**src/ahb_mem_settings.svh**
```systemverilog
// AHB memory subordinate settings
`ifndef AHB_MEM_SETTINGS_SVH
`define AHB_MEM_SETTINGS_SVH

// bus widths
`define AHB_DATA_WIDTH 32
`define AHB_ADDR_WIDTH 32

// storage geometry, 256 words = 1 KB
`define MEM_WORDS      256
`define MEM_INDEX_BITS 8    // log2 of MEM_WORDS

`endif

```
**src/ahb_pkg.sv**
```systemverilog
// AHB protocol types
`default_nettype none

`include "ahb_mem_settings.svh"

package ahb_pkg;

  typedef logic [`AHB_ADDR_WIDTH-1:0] haddr_t;
  typedef logic [`AHB_DATA_WIDTH-1:0] hdata_t;

  // transfer type codes as on HTRANS
  typedef enum logic [1:0] {
    IDLE   = 2'b00,
    BUSY   = 2'b01,
    NONSEQ = 2'b10,
    SEQ    = 2'b11
  } htrans_t;

  typedef logic [2:0] hsize_t;

  localparam hsize_t SIZE_BYTE = 3'b000;
  localparam hsize_t SIZE_HALF = 3'b001;
  localparam hsize_t SIZE_WORD = 3'b010;  // widest legal size

  localparam logic RESP_OKAY  = 1'b0;
  localparam logic RESP_ERROR = 1'b1;

  // data-phase response sequencing
  typedef enum logic [1:0] {OKAY, ERR_FIRST, ERR_SECOND} resp_state_t;

endpackage

`default_nettype wire

```
**src/mem_pkg.sv**
```systemverilog
// word storage types
`default_nettype none

`include "ahb_mem_settings.svh"

package mem_pkg;

  typedef logic [`AHB_DATA_WIDTH-1:0]   word_t;
  typedef logic [`MEM_INDEX_BITS-1:0]   word_index_t;

  // one enable per byte lane, bit 0 is the low byte
  typedef logic [`AHB_DATA_WIDTH/8-1:0] byte_strb_t;

endpackage

`default_nettype wire

```
**src/access_if.sv**
```systemverilog
// decoded access interface
`timescale 1ns/100ps
`default_nettype none

`include "ahb_mem_settings.svh"

interface access_if;

  logic                 pending;  // data phase is occupied
  logic                 write;
  mem_pkg::word_index_t index;
  mem_pkg::byte_strb_t  strb;
  logic                 error;    // illegal access, answer with ERROR

  modport prod (output pending, output write, output index, output strb, output error);

  modport cons (input pending, input write, input index, input strb, input error);

endinterface

`default_nettype wire

```
**src/ahb_addr_phase.sv**
```systemverilog
// AHB address phase decoder
`timescale 1ns/100ps
`default_nettype none

`include "ahb_mem_settings.svh"

module ahb_addr_phase (
  input  wire logic             HCLK,
  input  wire logic             HRESETn,
  input  wire logic             hsel,
  input  wire ahb_pkg::haddr_t  haddr,
  input  wire ahb_pkg::htrans_t htrans,
  input  wire logic             hwrite,
  input  wire ahb_pkg::hsize_t  hsize,
  input  wire logic             hready,
  access_if.prod                acc
);

  logic                sample;
  logic                out_of_range;
  logic                bad_size;
  logic                misaligned;
  mem_pkg::byte_strb_t strb_d;

  // ----------------------------------------------------------------------
  // qualify and check the address phase
  // ----------------------------------------------------------------------
  assign sample = hsel && hready &&
                  (htrans == ahb_pkg::NONSEQ || htrans == ahb_pkg::SEQ);

  assign out_of_range = |haddr[`AHB_ADDR_WIDTH-1:`MEM_INDEX_BITS+2];  // >= 1 KB
  assign bad_size     = hsize > ahb_pkg::SIZE_WORD;

  // lane enables, little endian
  always_comb begin
    misaligned = 1'b0;
    strb_d     = '0;
    case (hsize)
      ahb_pkg::SIZE_BYTE: strb_d = mem_pkg::byte_strb_t'(1) << haddr[1:0];
      ahb_pkg::SIZE_HALF: begin
        misaligned = haddr[0];
        strb_d     = mem_pkg::byte_strb_t'(3) << {haddr[1], 1'b0};
      end
      ahb_pkg::SIZE_WORD: begin
        misaligned = |haddr[1:0];
        strb_d     = '1;
      end
      default: strb_d = '0;  // oversize, flagged by bad_size
    endcase
  end

  // ----------------------------------------------------------------------
  // hand over to the data phase
  // ----------------------------------------------------------------------
  always_ff @(posedge HCLK or negedge HRESETn) begin
    if (!HRESETn) begin
      acc.pending <= 1'b0;
      acc.error   <= 1'b0;
    end else begin
      acc.pending <= sample;  // idle, busy, deselect or stall retire it
      acc.error   <= sample && (out_of_range || bad_size || misaligned);
    end
  end

  always_ff @(posedge HCLK) begin
    if (sample) begin
      acc.write <= hwrite;
      acc.index <= haddr[`MEM_INDEX_BITS+1:2];
      acc.strb  <= strb_d;
    end
  end

endmodule

`default_nettype wire

```
**src/flat_wrapper.sv**
```systemverilog
// flat-port wrapper written by rule: the top's interface ports become plain ports
module ahb_addr_phase_flat 
  (HCLK, HRESETn, hsel, haddr, htrans, hwrite, hsize, hready, acc_pending, acc_write, acc_index, acc_strb, acc_error);
  access_if acc_i ();
  input  wire logic HCLK;
  input  wire logic HRESETn;
  input  wire logic hsel;
  input  wire ahb_pkg::haddr_t haddr;
  input  wire ahb_pkg::htrans_t htrans;
  input  wire logic hwrite;
  input  wire ahb_pkg::hsize_t hsize;
  input  wire logic hready;
  output wire logic [$bits(acc_i.pending)-1:0] acc_pending;
  output wire logic [$bits(acc_i.write)-1:0] acc_write;
  output wire logic [$bits(acc_i.index)-1:0] acc_index;
  output wire logic [$bits(acc_i.strb)-1:0] acc_strb;
  output wire logic [$bits(acc_i.error)-1:0] acc_error;
  assign acc_pending = acc_i.pending;
  assign acc_write = acc_i.write;
  assign acc_index = acc_i.index;
  assign acc_strb = acc_i.strb;
  assign acc_error = acc_i.error;
  ahb_addr_phase u_core (.HCLK(HCLK), .HRESETn(HRESETn), .hsel(hsel), .haddr(haddr), .htrans(htrans), .hwrite(hwrite), .hsize(hsize), .hready(hready), .acc(acc_i));
endmodule
```
**config.mk**
```make
export PLATFORM = sky130hd
export DESIGN_NAME = ahb_addr_phase_flat
export DESIGN_NICKNAME = d
export VERILOG_FILES = /design/src/ahb_pkg.sv /design/src/mem_pkg.sv /design/src/access_if.sv /design/src/ahb_addr_phase.sv /design/src/flat_wrapper.sv
export VERILOG_INCLUDE_DIRS = /design/src
export SDC_FILE = /design/constraint.sdc
export NUM_CORES = 1
export LEC_CHECK = 0
export BUFFER_PORTS_ARGS = -buffer_cell sky130_fd_sc_hd__buf_2
export CAP_MARGIN = 10
export CORE_UTILIZATION = 37
export DETAILED_ROUTE_END_ITERATION = 8
export HOLD_SLACK_MARGIN = 0.08
export PLACE_DENSITY_LB_ADDON = 0.15
export SYNTH_ARGS = -nofsm -noshare
export SYNTH_HDL_FRONTEND = slang
export SYNTH_SLANG_ARGS = --single-unit
```
**constraint.sdc**
```tcl
create_clock -name HCLK -period 0.8 [get_ports HCLK]
set_clock_uncertainty 0.1 [all_clocks]
set_input_delay 0.08 -clock HCLK [delete_from_list [all_inputs] [get_ports HCLK]]
set_output_delay 0.08 -clock HCLK [all_outputs]
set_load 0.005 [all_outputs]
```
==> impl_metrics.ini <==
[clock_network]
clockBufferDepth = 2
clkTransAtPathRegs_ps = 90
clockRootBuffer = clkbuf_4
cts_tree = built
cts_num_sinks = 15
cts_setup_buffers = 0
cts_made_buffers = 3
hold_buffers = 10
cts_max_level = 1

[setup_path]
crit_chain = buf_2
criticalPathCategory = register to primary output
max_stage_delay_ps = 380
worstPathArrival_ps = 790
crit_family = flip-flops
crit_fanout = 1
crit_path_end_kind = primary output
cp-start-kind = register
cp_slowest_cell = edfxtp_1
critPathRequiredTime_ps = 620
cp_num_buf_inv = 1

[route]
routed_wl_um = 1470
wire_per_inst_um = 11.5
drc = 0
vias_per_cell = 4.70
ant_nets = 0
drt_iter0_drc = 7
vias = 601
dr.pass1.iters = 4

[flow_run]
maxCapViolations = 0

[timing]
final.period_utilization = 1.22
slew_headroom = 0.862
final.setup.worst_slack_ps = -173
drv_slew = 0
setup_viol_count_final = 16
clock.fmax_mhz = 1030
fin_crit_ps = 973
finalHoldViolations = 0
grt_setup_unrepaired = true
tightest_slew_ps = 206
holdWs_ps = 4.39

[yosys]
ys_ff_latch = 15
yosys.area.top_type = edfxtp_1
syn_nets = 82
synth_area_leaders = edfxtp_1 (64%), dfrtp_1 (8.2%), nor4_2 (6.2%)
ys_warn_count = 0
synth_cells = 40
ys_seq_area_frac = 0.723
syn_area_um2 = 609
ys_types = 17
postSynthAreaPerCell_um2 = 15.2
synth_top_area_share = 0.641

[pwr]
power.switching_mw = 0.344
p_comb_frac = 0.174
p_leak_nw = 0.492
irDropWorstVdd_uv = 777
sw_frac_of_total = 0.217
p_int_mw = 1.24
p_clk_frac = 0.260
power_density_mw_per_mm2 = 1450
power_frac_seq = 0.566

[final_layout]
fin_util = 0.717
diodes = 0
fill_cells = 116
area_growth_pct = 79.3
drive_gt1_frac = 0.616
layout.nets = 155

[global_route]
grt_pass1_vias = 560
antenna_found_initial = 0
grt_remaining_overflow = 0
grt_pass1_wl_um = 2260
grt_usage = 0.166
grt_max_degree = 16

[placed_design]
numPortBuffers = 55
dp_hpwl_um = 1050
gp_congestion = 0.643

[die]
coreArea_mm2 = 0.00152
num_rows = 14
ioPinCount = 57
die_h_um = 42.6
die-area_mm2 = 0.00181
fp.dieW_um = 42.6
start_util = 0.400

[status]
failed_checks = negative setup slack
status = finished with violations

[worst_hold_path]
hold_class = input pin to asynchronous set/reset pin
cells in the mapped netlist:
cell / n
nor4_2: 3
nand3_1: 1
nand2_1: 1
dfrtp_1: 2
o21a_1: 3
edfxtp_1: 13
nor4_1: 2
a21oi_2: 1
o31a_1: 1
inv_1: 1
o211ai_1: 1
nand4_1: 1
nand3b_1: 1
a21oi_1: 3
nor2b_1: 2
nor2_1: 3
and3_1: 1
per-stage QoR:
step                power [mW]  worst slack (ps)  area (um^2)  std cells  TNS (ps)
floorplan                0.975              -114          636         40      -114
global route              1.65              -208         1090        128     -2720
CTS                       1.61              -185         1090        129     -2420
detailed placement        1.15              -274          961        115     -1840
global placement          1.14              -246          961        115     -1630
finish                    1.59              -173         1090        128     -2250
timing repair:
item                                    CTS  global route
pin swaps                                 0             2
endpoints found under the hold margin    13             4
endpoints found under the setup margin   15            18
resized for setup                         0             2
cell usage in the layout (no fill, tap or decap), types with 3 or more instances in the layout:
cell type,netlist,routed
dlygate4sd3_1,0,9
a21oi_1,3,3
buf_2,0,53
buf_4,0,4
edfxtp_1,13,13
clkbuf_4,0,3
o21a_1,3,3
nor4_2,3,4
nor2_1,3,3
layer usage:
layer | track usage | vias to the layer above | part of all wire
met5 | 0 | - | 0
met4 | 0.106 | 0 | 0.0082
met3 | 0.0129 | 2 | 0.073
met2 | 0.295 | 37 | 0.53
met1 | 0.188 | 259 | 0.39
li1 | - | 303 | -
final timing paths:
check	slack, ps	start	cells after the start	end
min in group HCLK	30	haddr[23]	4	u_core.acc.error$_DFF_PN0_
worst min-delay path	4	HRESETn	2	u_core.acc.pending$_DFF_PN0_
max in group asynchronous	500	HRESETn	2	u_core.acc.error$_DFF_PN0_
worst max-delay path	-170	u_core.acc.index[2]$_DFFE_PP_	1	acc_index[2]
layout make-up:
type	instances	area, um^2	area share
clock buffer	3	22.5	0.0206
sequential	15	440	0.403
clock inverter	1	5.00	0.00458
timing repair buffer	68	409	0.375
tap	16	20.0	0.0183
inverter	1	3.75	0.00344
multi-input combinational	24	191	0.175
power groups by stage:
stage,Sequential [mW],Combinational (mW),Clock (mW)
after floorplan,0.923,0.0527,0
after global placement,0.915,0.230,0
after detailed placement,0.915,0.236,0
after CTS,0.898,0.274,0.434
after global routing,0.901,0.300,0.451
final,0.898,0.276,0.413
cells by family (layout without fill, tap and decap cells):
| logic type | count (synthesis) | after routing | synth area share |
|---|---|---|---|
| DFF | 15 | 15 | 0.723 |
| and+or+nand+nor | 15 | 15 | 0.168 |
| AOI/OAI and AO/OA | 9 | 9 | 0.103 |
| buffers and inverters | 1 | 73 | 0.00615 |
registers in the layout, summed over array words and instances, names as in the netlist:
register / count
u_core.acc.strb: 4
u_core.acc.error: 1
u_core.acc.write: 1
u_core.acc.pending: 1
u_core.acc.index: 8
Note: power is estimated with default switching activity, not from simulation.
