[config.mk]
export PLATFORM = sky130hd
export DESIGN_NAME = ahb_data_phase_flat
export DESIGN_NICKNAME = d
export VERILOG_FILES = /design/src/ahb_pkg.sv /design/src/mem_pkg.sv /design/src/access_if.sv /design/src/mem_if.sv /design/src/ahb_data_phase.sv /design/src/flat_wrapper.sv
export VERILOG_INCLUDE_DIRS = /design/src
export SDC_FILE = /design/constraint.sdc
export NUM_CORES = 1
export LEC_CHECK = 0
export ABC_AREA = 1
export BUFFER_PORTS_ARGS = -buffer_cell sky130_fd_sc_hd__buf_2
export CAP_MARGIN = 20
export CORE_MARGIN = 8
export CORE_UTILIZATION = 24
export CTS_CLUSTER_SIZE = 24
export DETAILED_ROUTE_END_ITERATION = 10
export MAX_ROUTING_LAYER = met4
export PLACE_DENSITY_LB_ADDON = 0.1
export SYNTH_ARGS = -nofsm -noshare
export SYNTH_HDL_FRONTEND = slang
export SYNTH_SLANG_ARGS = --single-unit
[constraint.sdc]
create_clock -name HCLK -period 0.8 [get_ports HCLK]
set_input_delay 0.04 -clock HCLK [delete_from_list [all_inputs] [get_ports HCLK]]
set_output_delay 0.04 -clock HCLK [all_outputs]
set_load 0.1 [all_outputs]
[src/ahb_mem_settings.svh]
// AHB memory subordinate settings
`ifndef AHB_MEM_SETTINGS_SVH
`define AHB_MEM_SETTINGS_SVH

// bus widths
`define AHB_DATA_WIDTH 32
`define AHB_ADDR_WIDTH 32

// storage geometry, 256 words = 1 KB
`define MEM_WORDS      256
`define MEM_INDEX_BITS 8    // log2 of MEM_WORDS

`endif

[src/ahb_pkg.sv]
// AHB protocol types
`default_nettype none

`include "ahb_mem_settings.svh"

package ahb_pkg;

  typedef logic [`AHB_ADDR_WIDTH-1:0] haddr_t;
  typedef logic [`AHB_DATA_WIDTH-1:0] hdata_t;

  // transfer type codes as on HTRANS
  typedef enum logic [1:0] {
    IDLE   = 2'b00,
    BUSY   = 2'b01,
    NONSEQ = 2'b10,
    SEQ    = 2'b11
  } htrans_t;

  typedef logic [2:0] hsize_t;

  localparam hsize_t SIZE_BYTE = 3'b000;
  localparam hsize_t SIZE_HALF = 3'b001;
  localparam hsize_t SIZE_WORD = 3'b010;  // widest legal size

  localparam logic RESP_OKAY  = 1'b0;
  localparam logic RESP_ERROR = 1'b1;

  // data-phase response sequencing
  typedef enum logic [1:0] {OKAY, ERR_FIRST, ERR_SECOND} resp_state_t;

endpackage

`default_nettype wire

[src/mem_pkg.sv]
// word storage types
`default_nettype none

`include "ahb_mem_settings.svh"

package mem_pkg;

  typedef logic [`AHB_DATA_WIDTH-1:0]   word_t;
  typedef logic [`MEM_INDEX_BITS-1:0]   word_index_t;

  // one enable per byte lane, bit 0 is the low byte
  typedef logic [`AHB_DATA_WIDTH/8-1:0] byte_strb_t;

endpackage

`default_nettype wire

[src/access_if.sv]
// decoded access interface
`timescale 1ns/100ps
`default_nettype none

`include "ahb_mem_settings.svh"

interface access_if;

  logic                 pending;  // data phase is occupied
  logic                 write;
  mem_pkg::word_index_t index;
  mem_pkg::byte_strb_t  strb;
  logic                 error;    // illegal access, answer with ERROR

  modport prod (output pending, output write, output index, output strb, output error);

  modport cons (input pending, input write, input index, input strb, input error);

endinterface

`default_nettype wire

[src/mem_if.sv]
// storage port interface
`timescale 1ns/100ps
`default_nettype none

`include "ahb_mem_settings.svh"

interface mem_if;

  logic                 wen;
  mem_pkg::word_index_t index;
  mem_pkg::byte_strb_t  strb;
  mem_pkg::word_t       wdata;
  mem_pkg::word_t       rdata;  // async read of index

  modport owner (output wen, output index, output strb, output wdata, input rdata);

  modport store (input wen, input index, input strb, input wdata, output rdata);

endinterface

`default_nettype wire

[src/ahb_data_phase.sv]
// AHB data phase responder
`timescale 1ns/100ps
`default_nettype none

`include "ahb_mem_settings.svh"

module ahb_data_phase (
  input  wire logic            HCLK,
  input  wire logic            HRESETn,
  input  wire logic            hready,
  input  wire ahb_pkg::hdata_t hwdata,
  access_if.cons               acc,
  mem_if.owner                 mem,
  output ahb_pkg::hdata_t      hrdata,
  output logic                 hresp,
  output logic                 hreadyout
);

  ahb_pkg::resp_state_t state_q;
  ahb_pkg::resp_state_t state_cur;
  ahb_pkg::resp_state_t state_nxt;
  logic                 legal;

  // ----------------------------------------------------------------------
  // response FSM
  // ----------------------------------------------------------------------

  // an errored access starts its first cycle straight away,
  // so ERR_FIRST is seen combinationally and never registered
  always_comb begin
    state_cur = state_q;
    if (state_q == ahb_pkg::OKAY && acc.pending && acc.error) begin
      state_cur = ahb_pkg::ERR_FIRST;
    end
  end

  always_comb begin
    case (state_cur)
      ahb_pkg::ERR_FIRST: state_nxt = ahb_pkg::ERR_SECOND;
      default:            state_nxt = ahb_pkg::OKAY;  // second cycle ends it
    endcase
  end

  always_ff @(posedge HCLK or negedge HRESETn) begin
    if (!HRESETn) begin
      state_q <= ahb_pkg::OKAY;
    end else begin
      state_q <= state_nxt;
    end
  end

  assign hreadyout = (state_cur != ahb_pkg::ERR_FIRST);  // own stall
  assign hresp     = (state_cur == ahb_pkg::OKAY) ? ahb_pkg::RESP_OKAY
                                                  : ahb_pkg::RESP_ERROR;

  // ----------------------------------------------------------------------
  // storage access
  // ----------------------------------------------------------------------
  assign legal = acc.pending && !acc.error;

  assign mem.wen   = legal && acc.write && hready;  // commits at closing edge
  assign mem.index = acc.index;
  assign mem.strb  = acc.strb;
  assign mem.wdata = hwdata;

  // full word back, manager picks its lanes
  assign hrdata = (legal && !acc.write) ? mem.rdata : '0;

endmodule

`default_nettype wire

[src/flat_wrapper.sv]
// flat-port wrapper written by rule: the top's interface ports become plain ports
module ahb_data_phase_flat 
  (HCLK, HRESETn, hready, hwdata, hrdata, hresp, hreadyout, acc_pending, acc_write, acc_index, acc_strb, acc_error, mem_wen, mem_index, mem_strb, mem_wdata, mem_rdata);
  access_if acc_i ();
  mem_if mem_i ();
  input  wire logic HCLK;
  input  wire logic HRESETn;
  input  wire logic hready;
  input  wire ahb_pkg::hdata_t hwdata;
  output ahb_pkg::hdata_t hrdata;
  output logic hresp;
  output logic hreadyout;
  input wire logic [$bits(acc_i.pending)-1:0] acc_pending;
  input wire logic [$bits(acc_i.write)-1:0] acc_write;
  input wire logic [$bits(acc_i.index)-1:0] acc_index;
  input wire logic [$bits(acc_i.strb)-1:0] acc_strb;
  input wire logic [$bits(acc_i.error)-1:0] acc_error;
  output wire logic [$bits(mem_i.wen)-1:0] mem_wen;
  output wire logic [$bits(mem_i.index)-1:0] mem_index;
  output wire logic [$bits(mem_i.strb)-1:0] mem_strb;
  output wire logic [$bits(mem_i.wdata)-1:0] mem_wdata;
  input wire logic [$bits(mem_i.rdata)-1:0] mem_rdata;
  assign acc_i.pending = acc_pending;
  assign acc_i.write = acc_write;
  assign acc_i.index = acc_index;
  assign acc_i.strb = acc_strb;
  assign acc_i.error = acc_error;
  assign mem_wen = mem_i.wen;
  assign mem_index = mem_i.index;
  assign mem_strb = mem_i.strb;
  assign mem_wdata = mem_i.wdata;
  assign mem_i.rdata = mem_rdata;
  ahb_data_phase u_core (.HCLK(HCLK), .HRESETn(HRESETn), .hready(hready), .hwdata(hwdata), .acc(acc_i), .mem(mem_i), .hrdata(hrdata), .hresp(hresp), .hreadyout(hreadyout));
endmodule
==> flow_summary.toml <==
[final_layout]
final_common_cell = "buf_12"
syn_to_final_growth_pct = 121
final_cell_mix = "buf_12 (38), buf_2 (35), inv_1 (33), nor2_4 (33), buf_4 (4)"
final_util_pct = 55.9
finalNetCount = 240
largestRegisters = "u_core.state_q: 1 flops"
insertedDiodeCount = 0
drive_gt1_share_pct = 76.3
top_register = "u_core.state_q"
largest_reg_flops = 1

[timing]
finalClockSkew_ns = 0
tightest_slew_ns = 0.167
maxSlewViolCount = 0
setup_viol = 33
finalCritPeriodShare_pct = 110
relSlewSlack_pct = 88.9
fin_crit_ns = 0.880
hold_viol = 0
max_freq_mhz = 1140
rsz0062_at_grt = "yes"
fin_setup_tns_ns = -2.04
worst_slack_ns = -0.0805

[pwr]
ir_worst_vdd_v = 0.000449
pwr-share-clk_pct = 0
swShare_pct = 59.1
seq_power_share_pct = 5.3
p_per_area_nw_per_um2 = 618
switchingPower_w = 0.000623
internal-power_w = 0.000432
power_frac_comb_pct = 94.7
p_leak_nw = 0.817

[critical_path]
worstPathRequired_ns = 0.76
cp-start-kind = "primary input"
critPathCapture = "hrdata[4]"
rr_worst_depth = 3
cp_max_fo = 7
r2r_setup_slack_ns = 0.11
regToRegEndpoint = "u_core.state_q[1]"
r2r-start = "u_core.state_q[1]"
cp-startpoint = "acc_error"
critPathKind = "primary input to output pin"
critPathCaptureType = "output pin"
worstPathArrival_ns = 0.84

[floorplanning]
die_h_um = 72.7
fp.dieArea_um2 = 5290
rows = 20
core_area_um2 = 3050
pin_count = 161
start_util_pct = 25.3
fp.dieW_um = 72.7

[grt]
track_usage_pct = 9.37
overflow = 0
grt_pass1_wl_mm = 4.04
grt_antenna_before_repair = 0
grt_max_degree = 16
grt_pass1_vias = 804

[route]
drt_iter0_drc = 13
drt_first_pass_iters = 3
remaining_drc_errors = 0
ant_nets = 0
wire_per_inst_um = 13.0
routed_wl_mm = 2.61
dr_total_vias = 748
via_per_inst = 3.74

[yosys]
syn_inst = 122
yosysSeqAreaShare_pct = 3.24
syn_area_per_cell_um2 = 6.33
ys_ff_latch = 1
netlist_area_um2 = 772
synth_nets = 204
ys_types = 10
yosysWarnings = 0

[placement]
pre_cts_ws_ns = -0.0957
hpwl_mm = 2.34
gp_congestion = 0.674
port_buffers = 72

[run]
maxCapViolCount = 0

[clock_tree]
clk_latency_ns = 0

[worst_hold_path]
hold_depth = 0
min-delay-path-class = "primary input to output pin"

[outcome]
violations = "negative setup slack"
status = "complete, but fails checks"
-- how the worst min path moves through the flow --
stage                             from                 to
after CTS                  acc_strb[3]        mem_strb[3]
final                     acc_index[2]       mem_index[2]
after floorplan                HRESETn  u_core.state_q[1]
after global routing        hwdata[26]      mem_wdata[26]
after detailed placement       HRESETn  u_core.state_q[1]
after global placement         HRESETn  u_core.state_q[1]
-- cells in the mapped netlist --
master   number  area [µm²]
buf_6         3        33.8
nand3_4       1        17.5
nand2_1       3        11.3
nor2_2       27         169
dfrtp_1       1        25.0
nor2_4        3        33.8
nor2_1        3        11.3
inv_1        36         135
nand3_1       1        5.00
buf_4        44         330
-- critical path, cell delays in order --
cell	delay, ns
buf_12	0.11
inv_12	0.04
nand3_4	0.14
clkbuf_16	0.22
nor2_4	0.10
buf_12	0.18
-- power by group through the flow --
| stage | logic (W) | registers, W | clock network [W] |
|---|---|---|---|
| after global routing | 0.00104 | 0.0000558 | 0 |
| after floorplan | 0.00164 | 0.0000553 | 0 |
| final | 0.00100 | 0.0000554 | 0 |
| after CTS | 0.000999 | 0.0000556 | 0 |
| after global placement | 0.000957 | 0.0000554 | 0 |
| after detailed placement | 0.000967 | 0.0000556 | 0 |
-- per-stage QoR --
step / instance area (µm²) / hold slack, ns / std cells / power (W)
2_1_floorplan: 985 / -0.256 / 122 / 0.00169
3_3_place_gp: 1620 / -0.185 / 196 / 0.00101
3_5_place_dp: 1620 / -0.180 / 196 / 0.00102
4_1_cts: 1670 / 0.0807 / 198 / 0.00105
5_1_grt: 1710 / 0.0802 / 200 / 0.00110
6_report: 1710 / 0.0800 / 200 / 0.00106
-- cell families after synthesis --
group / count (synthesis) / share of synthesized area [%]
flip-flops: 1 / 3.24
AND/OR/NAND/NOR: 38 / 32.1
buffers and inverters: 83 / 64.7
-- layer usage --
layer	vias up	global-route usage (%)	routed length (µm)
met5	-	-	0
li1	356	-	-
met3	10	5.77	460
met2	77	15.5	1270
met4	0	1.78	28
met1	305	9.25	851
-- repair_timing --
action | in CTS | in global routing
buffers inserted | 0 | 1
hold endpoints to repair | 1 | 0
hold buffers | 1 | 0
resized for setup | 7 | 1
gates cloned | 1 | 1
pin swaps | 3 | 4
endpoints found under the setup margin | 33 | 34
-- final cells by class --
cell class / count / area, µm²
fillers: 278 / 1350
flip-flops and latches: 1 / 25.0
well taps: 44 / 55.1
repair buffers: 81 / 1040
inverters: 36 / 153
multi-input cells: 38 / 434
(Power assumes the default switching activity.)
